<file path="src/common/video_cfg.svh">
// Video generator configuration
`ifndef VIDEO_CFG_SVH
`define VIDEO_CFG_SVH

// horizontal raster in pixels (visible area first)
`define H_VISIBLE       640
`define H_FRONT         16
`define H_SYNC          96
`define H_BACK          48
`define H_TOTAL         (`H_VISIBLE + `H_FRONT + `H_SYNC + `H_BACK)

// vertical raster in lines
`define V_VISIBLE       480
`define V_FRONT         10
`define V_SYNC          2
`define V_BACK          33
`define V_TOTAL         (`V_VISIBLE + `V_FRONT + `V_SYNC + `V_BACK)

`define AUDIO_NCHAN     4

`define BORDER_RESET    8'h08           // dark grey, shows the core is alive
`define VSYNC_INTR_BIT  3

// general register numbers
`define XR_VID_CTRL     6'h00
`define XR_AUD_CTRL     6'h02
`define XR_VID_LEFT     6'h04
`define XR_VID_RIGHT    6'h05
`define XR_SCANLINE     6'h08
`define XR_VID_HSIZE    6'h0A
`define XR_VID_VSIZE    6'h0B

// audio channel 0, channel n sits 4*n above
`define XR_AUD0_VOL     6'h20
`define XR_AUD0_PERIOD  6'h21
`define XR_AUD0_LENGTH  6'h22
`define XR_AUD0_START   6'h23

`endif

</file>
<file path="src/common/video_pkg.sv">
// Video generator types
`default_nettype none

package video_pkg;

typedef logic [15:0] word_t;            // register data word
typedef logic [5:0]  reg_num_t;
typedef logic [9:0]  hres_t;
typedef logic [9:0]  vres_t;
typedef logic [7:0]  color_t;
typedef logic [3:0]  intr_t;

typedef struct packed {
    logic hsync;
    logic vsync;
    logic dv_de;                        // display enable
    logic h_blank;
    logic v_blank;
} vid_sync_t;

// one written word, seen as period or as length
typedef union packed {
    struct packed {
        logic        restart;
        logic [14:0] period;
    } per;
    struct packed {
        logic        tile;              // sample in tile memory
        logic [14:0] length;
    } len;
} aud_reg_word_u;

typedef struct packed {
    logic vol;
    logic period;
    logic length;
    logic start;
} aud_wr_t;

// channel state seen by the mixer
typedef struct packed {
    word_t       vol;                   // L+R volume
    logic [14:0] period;
    logic        tile;
    logic [14:0] length;                // in words
    word_t       start;
    logic        restart;               // one cycle strobe
} aud_chan_t;

endpackage

`default_nettype wire

</file>
<file path="src/design/video_timing.sv">
// Raster timing generator
`default_nettype none
`timescale 1ns/1ps

`include "video_cfg.svh"

module video_timing (
    input  wire logic               clk,
    input  wire logic               reset_i,
    output video_pkg::hres_t        h_count_o,
    output video_pkg::vres_t        v_count_o,
    output video_pkg::vid_sync_t    sync_o,
    output logic                    end_of_visible_o
);

import video_pkg::*;

localparam hres_t H_VIS        = hres_t'(`H_VISIBLE);
localparam hres_t H_SYNC_START = hres_t'(`H_VISIBLE + `H_FRONT);
localparam hres_t H_SYNC_END   = hres_t'(`H_VISIBLE + `H_FRONT + `H_SYNC);
localparam hres_t H_LAST       = hres_t'(`H_TOTAL - 1);
localparam vres_t V_VIS        = vres_t'(`V_VISIBLE);
localparam vres_t V_SYNC_START = vres_t'(`V_VISIBLE + `V_FRONT);
localparam vres_t V_SYNC_END   = vres_t'(`V_VISIBLE + `V_FRONT + `V_SYNC);
localparam vres_t V_LAST       = vres_t'(`V_TOTAL - 1);

hres_t      h_next;
vres_t      v_next;

// sync, blank and enable for a given raster position
function automatic vid_sync_t sync_of(input hres_t h, input vres_t v);
    vid_sync_t s;
    logic      h_vis;
    logic      v_vis;
    h_vis     = (h < H_VIS);
    v_vis     = (v < V_VIS);
    s.hsync   = (h >= H_SYNC_START) && (h < H_SYNC_END);   // active high pulses
    s.vsync   = (v >= V_SYNC_START) && (v < V_SYNC_END);
    s.dv_de   = h_vis && v_vis;
    s.h_blank = ~h_vis;
    s.v_blank = ~v_vis;
    return s;
endfunction

always_comb begin
    h_next = h_count_o + 1'b1;
    v_next = v_count_o;
    if (h_count_o == H_LAST) begin
        h_next = '0;
        if (v_count_o == V_LAST) begin
            v_next = '0;
        end else begin
            v_next = v_count_o + 1'b1;
        end
    end
end

// sync is computed from the next position so it lines up with the counters
always_ff @(posedge clk) begin
    if (reset_i) begin
        h_count_o        <= '0;
        v_count_o        <= '0;
        sync_o           <= sync_of('0, '0);
        end_of_visible_o <= 1'b0;
    end else begin
        h_count_o        <= h_next;
        v_count_o        <= v_next;
        sync_o           <= sync_of(h_next, v_next);
        // high while the raster sits at the start of the first blank line
        end_of_visible_o <= (h_count_o == H_LAST) && (v_count_o == V_VIS - 1'b1);
    end
end

endmodule

`default_nettype wire

</file>
<file path="src/design/video_ctrl_regs.sv">
// Video control registers
`default_nettype none
`timescale 1ns/1ps

`include "video_cfg.svh"

module video_ctrl_regs (
    input  wire logic                           clk,
    input  wire logic                           reset_i,
    input  wire logic                           reg_wr_en_i,
    input  wire video_pkg::reg_num_t            reg_num_i,
    input  wire video_pkg::word_t               reg_data_i,
    input  wire logic                           end_of_visible_i,
    output video_pkg::intr_t                    intr_signal_o,
    output video_pkg::color_t                   border_color_o,
    output video_pkg::hres_t                    vid_left_o,
    output video_pkg::hres_t                    vid_right_o,
    output logic [`AUDIO_NCHAN-1:0]             aud_enable_o,
    output video_pkg::aud_wr_t [`AUDIO_NCHAN-1:0] aud_wr_o,
    output video_pkg::word_t                    aud_data_o
);

import video_pkg::*;

// general registers and interrupt pulse
always_ff @(posedge clk) begin
    if (reset_i) begin
        intr_signal_o  <= '0;
        border_color_o <= `BORDER_RESET;
        vid_left_o     <= '0;
        vid_right_o    <= hres_t'(`H_VISIBLE);     // full width visible
        aud_enable_o   <= '0;
    end else begin
        intr_signal_o <= '0;                       // pulses last one cycle

        if (reg_wr_en_i) begin
            case (reg_num_i)
                `XR_VID_CTRL: begin
                    border_color_o <= reg_data_i[15:8];
                    intr_signal_o  <= reg_data_i[3:0];   // software interrupt
                end
                `XR_AUD_CTRL: begin
                    aud_enable_o <= reg_data_i[`AUDIO_NCHAN-1:0];  // read back at bit 8+n
                end
                `XR_VID_LEFT: begin
                    vid_left_o <= reg_data_i[9:0];
                end
                `XR_VID_RIGHT: begin
                    vid_right_o <= reg_data_i[9:0];
                end
                default: begin
                end
            endcase
        end

        if (end_of_visible_i) begin
            intr_signal_o[`VSYNC_INTR_BIT] <= 1'b1;
        end
    end
end

// audio register strobes, one set per channel
always_comb begin
    for (int i = 0; i < `AUDIO_NCHAN; i++) begin
        aud_wr_o[i].vol    = reg_wr_en_i && (reg_num_i == reg_num_t'(`XR_AUD0_VOL + 4 * i));
        aud_wr_o[i].period = reg_wr_en_i && (reg_num_i == reg_num_t'(`XR_AUD0_PERIOD + 4 * i));
        aud_wr_o[i].length = reg_wr_en_i && (reg_num_i == reg_num_t'(`XR_AUD0_LENGTH + 4 * i));
        aud_wr_o[i].start  = reg_wr_en_i && (reg_num_i == reg_num_t'(`XR_AUD0_START + 4 * i));
    end
end

assign aud_data_o = reg_data_i;            // same word goes to every channel

endmodule

`default_nettype wire

</file>
<file path="src/design/audio_chan_regs.sv">
// Audio channel registers
`default_nettype none
`timescale 1ns/1ps

module audio_chan_regs (
    input  wire logic                   clk,
    input  wire logic                   reset_i,
    input  wire video_pkg::aud_wr_t     wr_i,
    input  wire video_pkg::word_t       data_i,
    input  wire logic                   reload_i,
    output video_pkg::aud_chan_t        chan_o,
    output logic                        pending_o
);

import video_pkg::*;

aud_reg_word_u  wr_word;
word_t          vol_q;
logic [14:0]    period_q;
logic           tile_q;
logic [14:0]    length_q;
word_t          start_q;
logic           restart_q;

assign wr_word = data_i;

// sample parameters
always_ff @(posedge clk) begin
    if (wr_i.vol) begin
        vol_q <= data_i;
    end
    if (wr_i.period) begin
        period_q <= wr_word.per.period;
    end
    if (wr_i.length) begin
        tile_q   <= wr_word.len.tile;
        length_q <= wr_word.len.length;
    end
    if (wr_i.start) begin
        start_q <= data_i;
    end
end

always_ff @(posedge clk) begin
    if (reset_i) begin
        restart_q <= 1'b0;
        pending_o <= 1'b0;
    end else begin
        restart_q <= wr_i.period && wr_word.per.restart;
        if (wr_i.start) begin
            pending_o <= 1'b1;                 // new start wins over a reload
        end else if (reload_i) begin
            pending_o <= 1'b0;                 // mixer took start/length
        end
    end
end

assign chan_o = '{
    vol:     vol_q,
    period:  period_q,
    tile:    tile_q,
    length:  length_q,
    start:   start_q,
    restart: restart_q
};

endmodule

`default_nettype wire

</file>
<file path="src/design/video_reg_readback.sv">
// Register readback mux
`default_nettype none
`timescale 1ns/1ps

`include "video_cfg.svh"

module video_reg_readback (
    input  wire logic                       clk,
    input  wire video_pkg::reg_num_t        reg_num_i,
    input  wire video_pkg::color_t          border_color_i,
    input  wire video_pkg::hres_t           vid_left_i,
    input  wire video_pkg::hres_t           vid_right_i,
    input  wire logic [`AUDIO_NCHAN-1:0]    aud_enable_i,
    input  wire logic [`AUDIO_NCHAN-1:0]    aud_pending_i,
    input  wire video_pkg::vres_t           v_count_i,
    output video_pkg::word_t                reg_data_o
);

import video_pkg::*;

word_t  rd_data;

always_comb begin
    rd_data = '0;
    case (reg_num_i)
        `XR_VID_CTRL: begin
            rd_data = {border_color_i, 8'h00};
        end
        `XR_AUD_CTRL: begin
            rd_data[8 +: `AUDIO_NCHAN] = aud_enable_i;
            rd_data[0 +: `AUDIO_NCHAN] = aud_pending_i;
        end
        `XR_VID_LEFT:  rd_data = word_t'(vid_left_i);
        `XR_VID_RIGHT: rd_data = word_t'(vid_right_i);
        `XR_SCANLINE:  rd_data = word_t'(v_count_i);
        `XR_VID_HSIZE: rd_data = word_t'(`H_VISIBLE);
        `XR_VID_VSIZE: rd_data = word_t'(`V_VISIBLE);
        default: begin
            rd_data = '0;                      // unused and write-only registers
        end
    endcase
end

always_ff @(posedge clk) begin
    reg_data_o <= rd_data;
end

endmodule

`default_nettype wire

</file>
<file path="src/design/video_gen.sv">
// Video generator top
`default_nettype none
`timescale 1ns/1ps

`include "video_cfg.svh"

module video_gen (
    input  wire logic                               clk,
    input  wire logic                               reset_i,
    input  wire logic                               reg_wr_en_i,
    input  wire video_pkg::reg_num_t                reg_num_i,
    input  wire video_pkg::word_t                   reg_data_i,
    input  wire logic [`AUDIO_NCHAN-1:0]            aud_reload_i,   // from mixer
    output video_pkg::word_t                        reg_data_o,
    output video_pkg::intr_t                        intr_signal_o,
    output video_pkg::vid_sync_t                    vid_sync_o,
    output video_pkg::aud_chan_t [`AUDIO_NCHAN-1:0] aud_chan_o
);

import video_pkg::*;

vres_t                      v_count;
logic                       end_of_visible;
color_t                     border_color;
hres_t                      vid_left;
hres_t                      vid_right;
logic [`AUDIO_NCHAN-1:0]    aud_enable;
logic [`AUDIO_NCHAN-1:0]    aud_pending;
aud_wr_t [`AUDIO_NCHAN-1:0] aud_wr;
word_t                      aud_data;

video_timing u_timing (
    .clk              (clk),
    .reset_i          (reset_i),
    .h_count_o        (),
    .v_count_o        (v_count),
    .sync_o           (vid_sync_o),
    .end_of_visible_o (end_of_visible)
);

video_ctrl_regs u_ctrl (
    .clk              (clk),
    .reset_i          (reset_i),
    .reg_wr_en_i      (reg_wr_en_i),
    .reg_num_i        (reg_num_i),
    .reg_data_i       (reg_data_i),
    .end_of_visible_i (end_of_visible),
    .intr_signal_o    (intr_signal_o),
    .border_color_o   (border_color),
    .vid_left_o       (vid_left),
    .vid_right_o      (vid_right),
    .aud_enable_o     (aud_enable),
    .aud_wr_o         (aud_wr),
    .aud_data_o       (aud_data)
);

for (genvar i = 0; i < `AUDIO_NCHAN; i++) begin : g_chan
    audio_chan_regs u_chan (
        .clk       (clk),
        .reset_i   (reset_i),
        .wr_i      (aud_wr[i]),
        .data_i    (aud_data),
        .reload_i  (aud_reload_i[i]),
        .chan_o    (aud_chan_o[i]),
        .pending_o (aud_pending[i])
    );
end

video_reg_readback u_readback (
    .clk            (clk),
    .reg_num_i      (reg_num_i),
    .border_color_i (border_color),
    .vid_left_i     (vid_left),
    .vid_right_i    (vid_right),
    .aud_enable_i   (aud_enable),
    .aud_pending_i  (aud_pending),
    .v_count_i      (v_count),
    .reg_data_o     (reg_data_o)
);

endmodule

`default_nettype wire

</file>
<file path="config.mk">
export PLATFORM = sky130hd
export DESIGN_NAME = video_gen
export DESIGN_NICKNAME = d
export VERILOG_FILES = /design/src/common/video_pkg.sv /design/src/design/video_timing.sv /design/src/design/video_ctrl_regs.sv /design/src/design/audio_chan_regs.sv /design/src/design/video_reg_readback.sv /design/src/design/video_gen.sv
export VERILOG_INCLUDE_DIRS = /design/src /design/src/common
export SDC_FILE = /design/constraint.sdc
export NUM_CORES = 1
export LEC_CHECK = 0
export ABC_AREA = 0
export BUFFER_PORTS_ARGS = -buffer_cell sky130_fd_sc_hd__buf_4
export CORE_UTILIZATION = 56
export DETAILED_ROUTE_END_ITERATION = 10
export PLACE_DENSITY = 0.88
export SYNTH_ARGS = -nofsm -noshare
export SYNTH_HDL_FRONTEND = slang
export SYNTH_SLANG_ARGS = --single-unit
</file>
<file path="constraint.sdc">
create_clock -name clk -period 5.3 [get_ports clk]
set_input_delay 0.265 -clock clk [delete_from_list [all_inputs] [get_ports clk]]
set_output_delay 0.265 -clock clk [all_outputs]
set_load 0.1 [all_outputs]
</file>
# [Word-level counts from Yosys, hierarchy flattened]
# Index checks and enable logic that the tools add are counted.
[word_totals] register_bits=338 latchBits=0 ramBits=0 mem_bits_ro=0 in_bits=29 out_inout_bits=281 word_cells=132 mem_count=0
[op_classes] addsub=2 multipliers=0 n_div=0 n_lt_le_gt_ge=6 eq_ne=25 shifts=0 n_mux=17 bitwise=4 n_reduce_logical=34
[op_table] operator="6-bit equality test, second input constant" count=16
[op_table] operator="10-bit two-way mux" count=3
[op_table] operator="4-bit one-hot mux with 7 select lines" count=1
[op_table] operator="1-bit logical AND" count=24
[op_table] operator="10-bit by 1-bit adder with 10-bit output, second input constant" count=2
[op_table] operator="10-bit equality test, second input constant" count=2
[op_table] operator="10-bit < comparator, second input constant" count=2
[op_table] operator="10-bit by 9-bit < comparator with 1-bit output, second input constant" count=2
[op_table] operator="4-bit one-hot mux with 5 select lines" count=1
[op_table] operator="6-bit by 4-bit equality test with 1-bit output, second input constant" count=3
[op_table] operator="4-bit one-hot mux with 4 select lines" count=1
[op_table] operator="6-bit by 3-bit equality test with 1-bit output, second input constant" count=2
[op_table] operator="10-bit by 9-bit equality test with 1-bit output, second input constant" count=1
[op_table] operator="10-bit greater-or-equal comparator, second input constant" count=1
[op_table] operator="10-bit by 9-bit greater-or-equal comparator with 1-bit output, second input constant" count=1
[op_table] operator="1-bit two-way mux" count=9
[op_table] operator="4-bit two-way mux" count=2
[op_table] operator="2-bit AND reduction" count=4
[op_table] operator="2-bit nonzero test" count=4
[op_table] operator="6-bit by 2-bit equality test with 1-bit output, second input constant" count=1
[op_table] operator="6-bit logical NOT" count=1
[op_table] operator="1-bit NOT" count=4
[op_table] operator="3-bit OR reduction" count=1

# [Logic depth before layout (Yosys ltp)]
# Gate-level depths: netlist (run 1).
[depth] depth_word=5 depth_mapped=9

# [By module]
# Synthesis (run 1) repeated with hierarchy kept, for this count alone.
[hier_totals] cells_unflattened=715 area_unflattened_um2=11826.3
[modules_own_cells] mod="audio_chan_regs" instances=4 cells_each=72 area_each_um2=1973.1 seq_area_each_um2=1931.9
[modules_own_cells] mod="video_ctrl_regs" instances=1 cells_each=184 area_each_um2=1734.2 seq_area_each_um2=720.7
[modules_own_cells] mod="video_timing" instances=1 cells_each=157 area_each_um2=1391.3 seq_area_each_um2=520.5
[modules_own_cells] mod="video_reg_readback" instances=1 cells_each=86 area_each_um2=808.3 seq_area_each_um2=320.3

# [Worst setup path before layout (run 1)]
# Ideal clock, no wire load.
[synth_path] path_kind="register to register" startpoint="register u_timing.h_count_o[0]" endpoint="register u_timing.sync_o[0] in the netlist's numbering" setup_time_ns=0.117 arrival_time_ns=1.877 t_required_ns=5.183 slack_ns=3.307 stages_incl_launch_ff=8 n_path_buf=1 synth_period_minus_slack_ns=1.993 path_cell_list="dfxtp_1 > ha_1 > and4_1 > clkbuf_1 > nand3_1 > o311ai_0 > a21o_2 > nand2b_1"
[synth_via] elab_chain_cells=4
[synth_lines] element="start, declared" line_no="video_timing.sv:10" text="output video_pkg::hres_t h_count_o,"
[synth_lines] element="start signal, assigned" line_no="video_timing.sv:66" text="h_count_o <= h_next;"
[synth_lines] element="10-bit equality test" line_no="video_timing.sv:48" text="if (h_count_o == H_LAST) begin"
[synth_lines] element="10-bit two-way mux" line_no="video_timing.sv:48"
[synth_lines] element="10-bit by 9-bit < comparator with 1-bit output" line_no="video_timing.sv:36" text="v_vis = (v < V_VIS);"
[synth_lines] element="1-bit NOT" line_no="video_timing.sv:41" text="s.v_blank = ~v_vis;"
[synth_lines] element="end signal, assigned" line_no="video_timing.sv:63" text="sync_o <= sync_of('0, '0);"
[synth_lines] element="end signal, assigned" line_no="video_timing.sv:68" text="sync_o <= sync_of(h_next, v_next);"
[synth_lines] element="end, declared" line_no="video_timing.sv:12" text="output video_pkg::vid_sync_t sync_o,"
# Every way passes these cells.
# A chain may end at the register's enable or synchronous reset.

# [Final worst setup path (run 1)]
[layout_path] startpoint="register u_timing.h_count_o[0]" endpoint="register u_timing.sync_o[2] in the netlist's numbering"
[layout_via] elab_chain_cells=4
[layout_lines] element="10-bit by 1-bit adder with 10-bit output / 10-bit equality test (equally long branches)" line_no="video_timing.sv:46, video_timing.sv:48"
[layout_lines] element="10-bit two-way mux" line_no="video_timing.sv:48"
[layout_lines] element="10-bit < comparator / 10-bit by 9-bit < comparator with 1-bit output (equally long branches)" line_no="video_timing.sv:35, video_timing.sv:36"
[layout_lines] element="1-bit logical AND (*)" line_no="video_timing.sv:39" text="s.dv_de = h_vis && v_vis;"
# Every way passes the cells marked *; elsewhere a longest branch is shown, timed or not.

==> flow_summary.yaml, run 1 <==
global_routing:
  grt_pass1_vias: 7206
  grt_pass1_wl_um: 47100
  track_usage_pct: 30.3
  antenna_found_initial: 0
  globalRouteOverflowTotal: 0
  grt_max_degree: 59
cts:
  h-tree-depth: 1
  path_clk_slew_ns: 0.06
  cts_sinks: 338
  cts_root_buf: "clkbuf_16"
  ctsResizeCount: 0
  clk_latency_ns: 0.55
  postCtsHoldBufs: 0
  cts_setup_buffers: 0
  numCtsBuffers: 31
  cts_tree: "done"
  clock_path_buffers: 3
power:
  swShare_pct: 22.0
  power.internal_w: 0.00411
  p_clk_share_pct: 41.3
  p_leak_nw: 5.58
  irDropWorstVdd_mv: 0.238
  power.switching_w: 0.00116
  p_total_w: 0.00527
  power_density_nw_per_um2: 353
  pwr-share-comb_pct: 4.3
  p_seq_share_pct: 54.3
worst_setup_path:
  cp-end-kind: "register"
  arrival_ns: 2.97
  crit_required_ns: 5.77
  cp-start-kind: "register"
  worst-path-max-fanout: 13
  crit_type: "register to register"
cells_and_area:
  design_area_um2: 14900
  syn2layout_area_growth_pct: 29.6
  diodes: 0
  fin_cells: 1312
  final_util_pct: 73.8
  drive_gt1_share_pct: 36.9
  fill_cells: 1142
  multi_input_area_um2: 1890
  nets: 1053
  register_area_um2: 9290
min_path:
  min-delay-path-class: "input pin to register"
timing:
  setup_tns_ns: 0
  worstMarginPinSlew_ns: 1.36
  relSlewSlack_pct: 9.23
  fin_crit_sh_pct: 47.1
  final-hold-violation-count: 0
  clock_skew_ns: 0.0171
  layout_min_cycle_time_ns: 2.50
  rsz0062_at_grt: "false"
  report.final.slew_viol_count: 0
  max_freq_ghz: 0.400
  finalSetupViolations: 0
floorplanning:
  fp.dieH_um: 145
  core-area_um2: 20200
  ios: 310
  die_w_um: 145
  dieArea_um2: 21200
  initial_core_util_pct: 57.0
  rows: 52
route:
  dr.pass1.iters: 5
  drc_errors: 0
  drt_iter0_drc: 724
  vias_per_cell: 5.65
  num_vias: 7414
  drt-wirelength-per-cell_um: 25.0
  ant_nets: 0
  wirelength_um: 32800
run_status:
  status: "finished clean"
synthesis:
  synth-async-reset-ratio_pct: 0
  synth.avg_cell_area_um2: 16.3
  synth_area_um2: 11500
  syn-num-nets: 742
  synthCells: 709
  yosysUniqueCellTypes: 67
  synth-edff-count: 252
  ys_warn_count: 0
  ys_seq_area_share_pct: 80.6
  ys_ff_latch: 338
  synthFlopType: "edfxtp_1"
placed_design:
  placed_cells: 1257
  io_buffers: 309
  hpwl_um: 20300
  placed_area_um2: 14000
  routabilityCongestion: 0.900
job:
  drv_cap: 0
-- worst max-delay path: stages, from the launching register on --
cell	delay [ns]
dfxtp_1	0.45
ha_1	0.33
and4_1	0.37
nand3_1	0.36
o311ai_0	0.59
a21oi_1	0.16
nor3_2	0.17
-- sequential cells by signal (all words and copies together), names as in the netlist --
register	cells
u_timing.sync_o	5
g_chan.u_chan.start_q	64
u_ctrl.vid_right_o	10
g_chan.u_chan.vol_q	64
u_ctrl.intr_signal_o	4
u_ctrl.border_color_o	8
u_timing.v_count_o	10
u_ctrl.aud_enable_o	4
g_chan.u_chan.pending_o	4
u_timing.end_of_visible_o	1
g_chan.u_chan.length_q	60
u_ctrl.vid_left_o	10
g_chan.u_chan.period_q	60
u_timing.h_count_o	10
g_chan.u_chan.restart_q	4
g_chan.u_chan.tile_q	4
u_readback.reg_data_o	16
-- area by class of cell --
class	instances	area share [%]
Clock buffer	34	5.27
Inverter	10	0.251
Clock inverter	21	1.30
Sequential cell	338	62.2
Tap cell	270	2.26
Timing Repair Buffer	321	16.1
Multi-Input combinational cell	318	12.6
-- cell families (layout without fill, tap and decap cells) --
| logic type | after synthesis | count (layout) | share of synthesized area (%) |
|---|---|---|---|
| muxes | 18 | 18 | 1.57 |
| AOI/OAI and AO/OA | 82 | 82 | 4.24 |
| DFF | 338 | 338 | 80.6 |
| adders and majority gates | 4 | 4 | 0.434 |
| xor gates and xnor gates | 10 | 10 | 0.760 |
| and+or+nand+nor | 204 | 204 | 9.30 |
| buffers and inverters | 53 | 386 | 3.14 |
-- per-layer routing --
| layer | global-route usage [%] | vias up | part of all wire, % |
|---|---|---|---|
| met3 | 7.05 | 81 | 9.9 |
| li1 | - | 3225 | - |
| met2 | 54.4 | 504 | 51 |
| met1 | 35.4 | 3604 | 35 |
| met5 | 0 | - | 0 |
| met4 | 11.5 | 0 | 3.9 |
-- power by group through the flow --
stage / logic, W / registers [W] / clock network, W
floorplan: 0.0000356 / 0.00302 / 0
global placement: 0.000222 / 0.00292 / 0
detailed placement: 0.000225 / 0.00292 / 0
CTS: 0.000227 / 0.00287 / 0.00218
global route: 0.000233 / 0.00287 / 0.00228
finish: 0.000229 / 0.00287 / 0.00218
-- stage by stage --
stage               hold WS, ns  worst slack (ns)
floorplan                 0.364              3.31
global placement          0.438              2.99
detailed placement        0.443              2.86
CTS                      0.0399              2.84
global route             0.0576              2.63
finish                   0.0470              2.80
-- synth_stat cells, types with 4 or more instances --
| library cell | count | share of area, % |
|---|---|---|
| mux2i_1 | 17 | 1.5 |
| clkbuf_1 | 18 | 0.59 |
| nor3_1 | 6 | 0.26 |
| nand3_1 | 14 | 0.61 |
| and3_1 | 9 | 0.49 |
| ha_1 | 4 | 0.43 |
| nand3b_1 | 5 | 0.33 |
| edfxtp_1 | 252 | 66 |
| and4_1 | 4 | 0.30 |
| nor2_1 | 55 | 1.8 |
| nand4_1 | 6 | 0.33 |
| a22oi_1 | 6 | 0.39 |
| a21oi_1 | 39 | 1.7 |
| nor3b_1 | 4 | 0.26 |
| xnor2_1 | 4 | 0.30 |
| inv_1 | 10 | 0.33 |
| buf_4 | 9 | 0.59 |
| dfxtp_1 | 86 | 15 |
| nand2_1 | 61 | 2.0 |
| buf_2 | 7 | 0.30 |
| and2_1 | 6 | 0.33 |
| xor2_1 | 6 | 0.46 |
| o21ai_0 | 15 | 0.65 |
-- path summary, 6_finish.rpt --
path,endpoint,start,depth (start not counted),slack (ns)
worst min register to register,u_ctrl.border_color_o[6],u_ctrl.border_color_o[6],2,0.45
worst max register to register,u_timing.sync_o[2],u_timing.h_count_o[0],6,2.80
worst max-delay path,u_timing.sync_o[2],u_timing.h_count_o[0],6,2.80
worst min-delay path,g_chan[3].u_chan.pending_o,aud_reload_i[3],4,0.05
-- cell usage in the layout, fill, tap and decap left out, drive strengths merged, types with 5 or more instances in the layout --
master    netlist  layout
clkbuf         20      34
nor2           55      55
and3           10      10
nand2          61      61
o21ai          16      16
nand4           6       6
edfxtp        252     252
nand3          14      14
xor2            6       6
clkinv          0      11
nor4            5       5
clkinvlp        0       6
mux2i          17      17
nor3            7       7
a22oi           6       6
nand3b          5       5
and2            6       6
buf            20     321
a21oi          40      40
dfxtp          86      86
inv            10      11
Note: power is estimated with default switching activity, not from simulation.
==> run 2, diff against run 1 <==
ABC_AREA = 1   (was 0)
CORE_UTILIZATION = 52   (was 56)
PLACE_DENSITY = 0.83   (was 0.88)
clock period = 2.6 ns   (was 5.3 ns; I/O delays follow)
==> flow_summary.yaml, run 2 <==
run_status:
  status: "finished clean"
placed_design:
  io_buffers: 309
  hpwl_um: 21200
  routabilityCongestion: 0.895
  dp_slack_ns: 0.783
synthesis:
  synth_area_um2: 11300
  synth_top_family_by_area: "simple AND/OR/NAND/NOR gates"
  ys_seq_area_share_pct: 82.3
  yosys.area_share.adder_pct: 0.444
  synth-xor-area-share_pct: 0.155
  yosys.area.top_type: "edfxtp_1"
  yosysMostFrequentCell: "edfxtp_1"
  ys_warn_count: 0
  synth_top_area_share_pct: 67.1
  synthFlopType: "edfxtp_1"
  ys_ff_latch: 338
  synth_compound_area_share_pct: 3.73
  synth-edff-count: 252
  yosysUniqueCellTypes: 34
  yosys.area_share.simple_pct: 10.4
  synthCells: 772
  synth-async-reset-ratio_pct: 0
  synth.avg_cell_area_um2: 14.6
  netlist_top_cells_count: "edfxtp_1 (252), nor2_1 (116), nand2_1 (103)"
  syn-num-nets: 805
  synth_area_leaders: "edfxtp_1 (67%), dfxtp_1 (15%), nor2_1 (3.9%)"
  muxShareOfSynthArea_pct: 0
route:
  vias_per_cell: 5.34
  wirelength_um: 32200
  dr.pass1.iters: 5
  ant_nets: 0
  num_vias: 7669
  drt_iter0_drc: 659
  drt-wirelength-per-cell_um: 22.4
  drc_errors: 0
floorplanning:
  die_w_um: 149
  initial_core_util_pct: 53.3
  core-area_um2: 21200
  rows: 53
  fp.dieH_um: 149
  ios: 310
  dieArea_um2: 22300
worst_setup_path:
  crit_required_ns: 3.04
  worst-path-max-fanout: 9
  crit_type: "input pin to register"
  ff2ff_path_depth: 10
  cp-start-kind: "input pin"
  arrival_ns: 2.31
  r2r_slack_ns: 0.79
  cp-end-kind: "register"
cells_and_area:
  diodes: 0
  fill_cells: 1309
  nets: 1170
  final_cell_mix: "buf_4 (330), edfxtp_1 (252), nor2_1 (111)"
  multi_input_area_um2: 1690
  largestRegisters: "g_chan.u_chan.start_q x64, g_chan.u_chan.vol_q x64"
  final_common_cell: "buf_4"
  register_area_um2: 9290
  final_util_pct: 72.6
  drive_gt1_share_pct: 34.4
  syn2layout_area_growth_pct: 36.0
cts:
  cts_sinks: 338
  cts_tree: "done"
  ctsResizeCount: 0
  clock_path_buffers: 3
  clk_latency_ns: 0.51
  cts_root_buf: "clkbuf_16"
  postCtsHoldBufs: 16
  numCtsBuffers: 35
  path_clk_slew_ns: 0.06
  h-tree-depth: 2
  cts_setup_buffers: 0
timing:
  fin_crit_sh_pct: 71.9
  max_freq_ghz: 0.535
  relSlewSlack_pct: 62.2
  setup_tns_ns: 0
  fin_ws_ns: 0.732
  worstMarginPinSlew_ns: 0.566
  rsz0062_at_grt: "false"
  clock_skew_ns: 0.0122
  final-hold-violation-count: 0
  finalSetupViolations: 0
  layout_min_cycle_time_ns: 1.87
  report.final.slew_viol_count: 0
global_routing:
  globalRouteOverflowTotal: 0
  grt_max_degree: 24
  antenna_found_initial: 0
  track_usage_pct: 28.9
  grt_pass1_wl_um: 46300
  grt_pass1_vias: 7402
power:
  power_density_nw_per_um2: 737
  p_leak_nw: 6.07
  irDropWorstVdd_mv: 0.512
min_path:
  hold_depth: 1
  min-delay-path-class: "input pin to register"
job:
  drv_cap: 0
run 2: critical path: stages:
cell	delay (ns)
dlygate4sd3_1	0.54
buf_4	0.14
nand2_1	0.09
nor3_1	0.15
inv_1	0.13
nor2_2	0.41
a21oi_1	0.07
nor2_1	0.09
dlygate4sd3_1	0.54
run 2: per-stage QoR:
step           power [W]  area, µm²  hold WS (ns)  std cells
2_1_floorplan    0.00620      11300         0.207        772
3_3_place_gp     0.00639      14000         0.428       1359
3_5_place_dp     0.00640      14000         0.432       1359
4_1_cts           0.0113      15300       0.00150       1437
5_1_grt           0.0116      15300       0.00928       1437
6_report          0.0113      15300        0.0111       1437
run 2: report_power, final:
part / internal, W / leakage, nW / switching (W)
combinational: 0.0000918 / 2.54 / 0.000371
sequential: 0.00582 / 2.96 / 0.0000156
clock: 0.00299 / 0.572 / 0.00202
total: 0.00890 / 6.07 / 0.00241
run 2: cell families after synthesis:
logic type / after synthesis
buf+inv: 78
flops: 338
simple gates: 278
fa+ha+maj: 4
compound gates: 72
xor+xnor: 2
run 2: final cells by class:
cell class                 count  area share [%]
tap                          275            2.24
multi-input combinational    356            11.0
clock inverter                18            1.21
clock buffer                  44            6.40
sequential                   338            60.5
inverter                      60            1.47
timing repair buffer         346            17.2
run 2: worst paths after layout:
path,endpoint,startpoint
min,g_chan[3].u_chan.period_q[5],reg_data_i[5]
max reg2reg,u_timing.sync_o[2],u_timing.h_count_o[0]
min reg2reg,u_readback.reg_data_o[12],u_ctrl.border_color_o[4]
max,g_chan[2].u_chan.pending_o,reg_wr_en_i
run 2: routing by layer:
metal | wire (µm) | global-route usage, %
met1 | 11700 | 34.5
met2 | 16500 | 50.5
met3 | 2570 | 5.69
met4 | 1330 | 13.2
met5 | 0 | 0
==> run 3, diff against run 2 <==
CORE_UTILIZATION = 47   (was 52)
PLACE_DENSITY = 0.8   (was 0.83)
clock period = 1.69 ns   (was 2.6 ns; I/O delays follow)
==> flow_summary.yaml, run 3 (synthesis results as in run 2) <==
timing:
  worstMarginPinSlew_ns: 0.458
  layout_min_cycle_time_ns: 1.60
  max_freq_ghz: 0.627
  relSlewSlack_pct: 69.4
  rsz0062_at_grt: "true"
  finalSetupViolations: 0
  final-hold-violation-count: 0
  fin_crit_sh_pct: 94.4
  clock_skew_ns: 0.0123
  report.final.slew_viol_count: 0
  setup_tns_ns: 0
  fin_ws_ns: 0.0943
cells_and_area:
  nets: 1199
  largestRegisters: "g_chan.u_chan.start_q x64, g_chan.u_chan.vol_q x64"
  final_common_cell: "buf_4"
  diodes: 0
  syn2layout_area_growth_pct: 39.6
  fill_cells: 1672
  design_area_um2: 15800
  fin_cells: 1510
  register_area_um2: 9300
  final_cell_mix: "buf_4 (344), edfxtp_1 (252), nor2_1 (109)"
  multi_input_area_um2: 1740
  drive_gt1_share_pct: 36.1
min_path:
  hold_depth: 3
  min-delay-path-class: "input pin to register"
placed_design:
  routabilityCongestion: 0.885
  dp_slack_ns: 0.0289
  placed_cells: 1422
  hpwl_um: 21300
  io_buffers: 309
  placed_area_um2: 14300
power:
  power_density_nw_per_um2: 1090
  p_total_w: 0.0172
  p_clk_share_pct: 43.6
  power.switching_w: 0.00369
  power.internal_w: 0.0136
  p_seq_share_pct: 52.1
  swShare_pct: 21.4
  pwr-share-comb_pct: 4.4
  p_leak_nw: 6.20
  irDropWorstVdd_mv: 0.732
worst_setup_path:
  arrival_ns: 1.99
  cp-start-kind: "register"
  cp-end-kind: "register"
  ff2ff_path_depth: 11
  r2r_slack_ns: 0.09
  crit_required_ns: 2.08
  crit_type: "register to register"
  worst-path-max-fanout: 7
route:
  drt-wirelength-per-cell_um: 21.5
  ant_nets: 0
  num_vias: 7717
  dr.pass1.iters: 5
  drc_errors: 0
  vias_per_cell: 5.11
  drt_iter0_drc: 616
  wirelength_um: 32500
floorplanning:
  core-area_um2: 23500
  dieArea_um2: 24600
  die_w_um: 157
  ios: 310
  rows: 56
  fp.dieH_um: 157
  initial_core_util_pct: 47.9
global_routing:
  grt_pass1_vias: 7343
  grt_max_degree: 23
  grt_pass1_wl_um: 46400
  track_usage_pct: 26.2
  antenna_found_initial: 0
  globalRouteOverflowTotal: 0
cts:
  clock_path_buffers: 3
  clk_latency_ns: 0.51
  numCtsBuffers: 35
  cts_tree: "done"
  path_clk_slew_ns: 0.05
  cts_root_buf: "clkbuf_16"
  h-tree-depth: 2
  cts_sinks: 338
job:
  drv_cap: 0
run_status:
  status: "finished clean"
## run 3: cell types whose count changed in the layout (fill, tap and decap cells not counted), moves of 3 or more
cell | before | now
dfxtp_1 | 86 | 82
buf_12 | 0 | 9
clkbuf_1 | 4 | 11
buf_4 | 330 | 344
dlygate4sd3_1 | 16 | 22
dfxtp_2 | 0 | 3
ha_1 | 4 | 1
## run 3: power groups by stage
stage	registers, W	clock network (W)	logic (W)
CTS	0.00898	0.00755	0.000750
floorplan	0.00945	0	0.0000922
global route	0.00898	0.00788	0.000782
detailed placement	0.00916	0	0.000705
global placement	0.00916	0	0.000697
finish	0.00898	0.00751	0.000752
## run 3: critical path, stage by stage, from the launching register on
cell     delay [ns]
dfxtp_2        0.36
ha_4           0.16
nand3_4        0.09
nor2_4         0.20
nand2_4        0.11
buf_4          0.16
nand3_1        0.07
nand2_1        0.09
nand2_1        0.09
nor2_1         0.05
nand3_1        0.07
nor2_1         0.04
## run 3: repair_timing
item / CTS / global route
gates resized for setup: 0 / 16
hold buffers: 22 / 0
hold endpoints to repair: 256 / 0
setup endpoints to repair: 0 / 6
setup buffers: 0 / 4
## run 3: cell type report
cell class | count | share of cell area, %
tap | 319 | 2.53
sequential | 338 | 59.0
timing repair buffer | 375 | 18.9
clock inverter | 14 | 1.00
clock buffer | 48 | 6.07
multi-input combinational | 356 | 11.0
inverter | 60 | 1.43
## run 3: final timing paths
path / endpoint / startpoint
worst max-delay path: u_timing.sync_o[3] / u_timing.h_count_o[1]
worst min-delay path: u_timing.sync_o[2] / reset_i
worst max register to register: u_timing.sync_o[3] / u_timing.h_count_o[1]
worst min register to register: u_readback.reg_data_o[15] / u_ctrl.border_color_o[7]
## run 3: per-stage QoR
| step | utilization, % | hold slack [ns] |
|---|---|---|
| final | 66.9 | 0.0270 |
| after global routing | 66.9 | 0.0394 |
| after CTS | 66.6 | 0.00260 |
| after detailed placement | 60.9 | 0.394 |
| after global placement | 60.9 | 0.394 |
| after floorplan | - | 0.161 |
## run 3: metal layers
layer | vias up | global-route usage [%] | share of wire (%)
met3 | 71 | 5.78 | 8.1
met1 | 3736 | 30.9 | 37
li1 | 3495 | - | -
met2 | 415 | 46.7 | 52
met4 | 0 | 10.1 | 3.1
met5 | - | 0 | 0
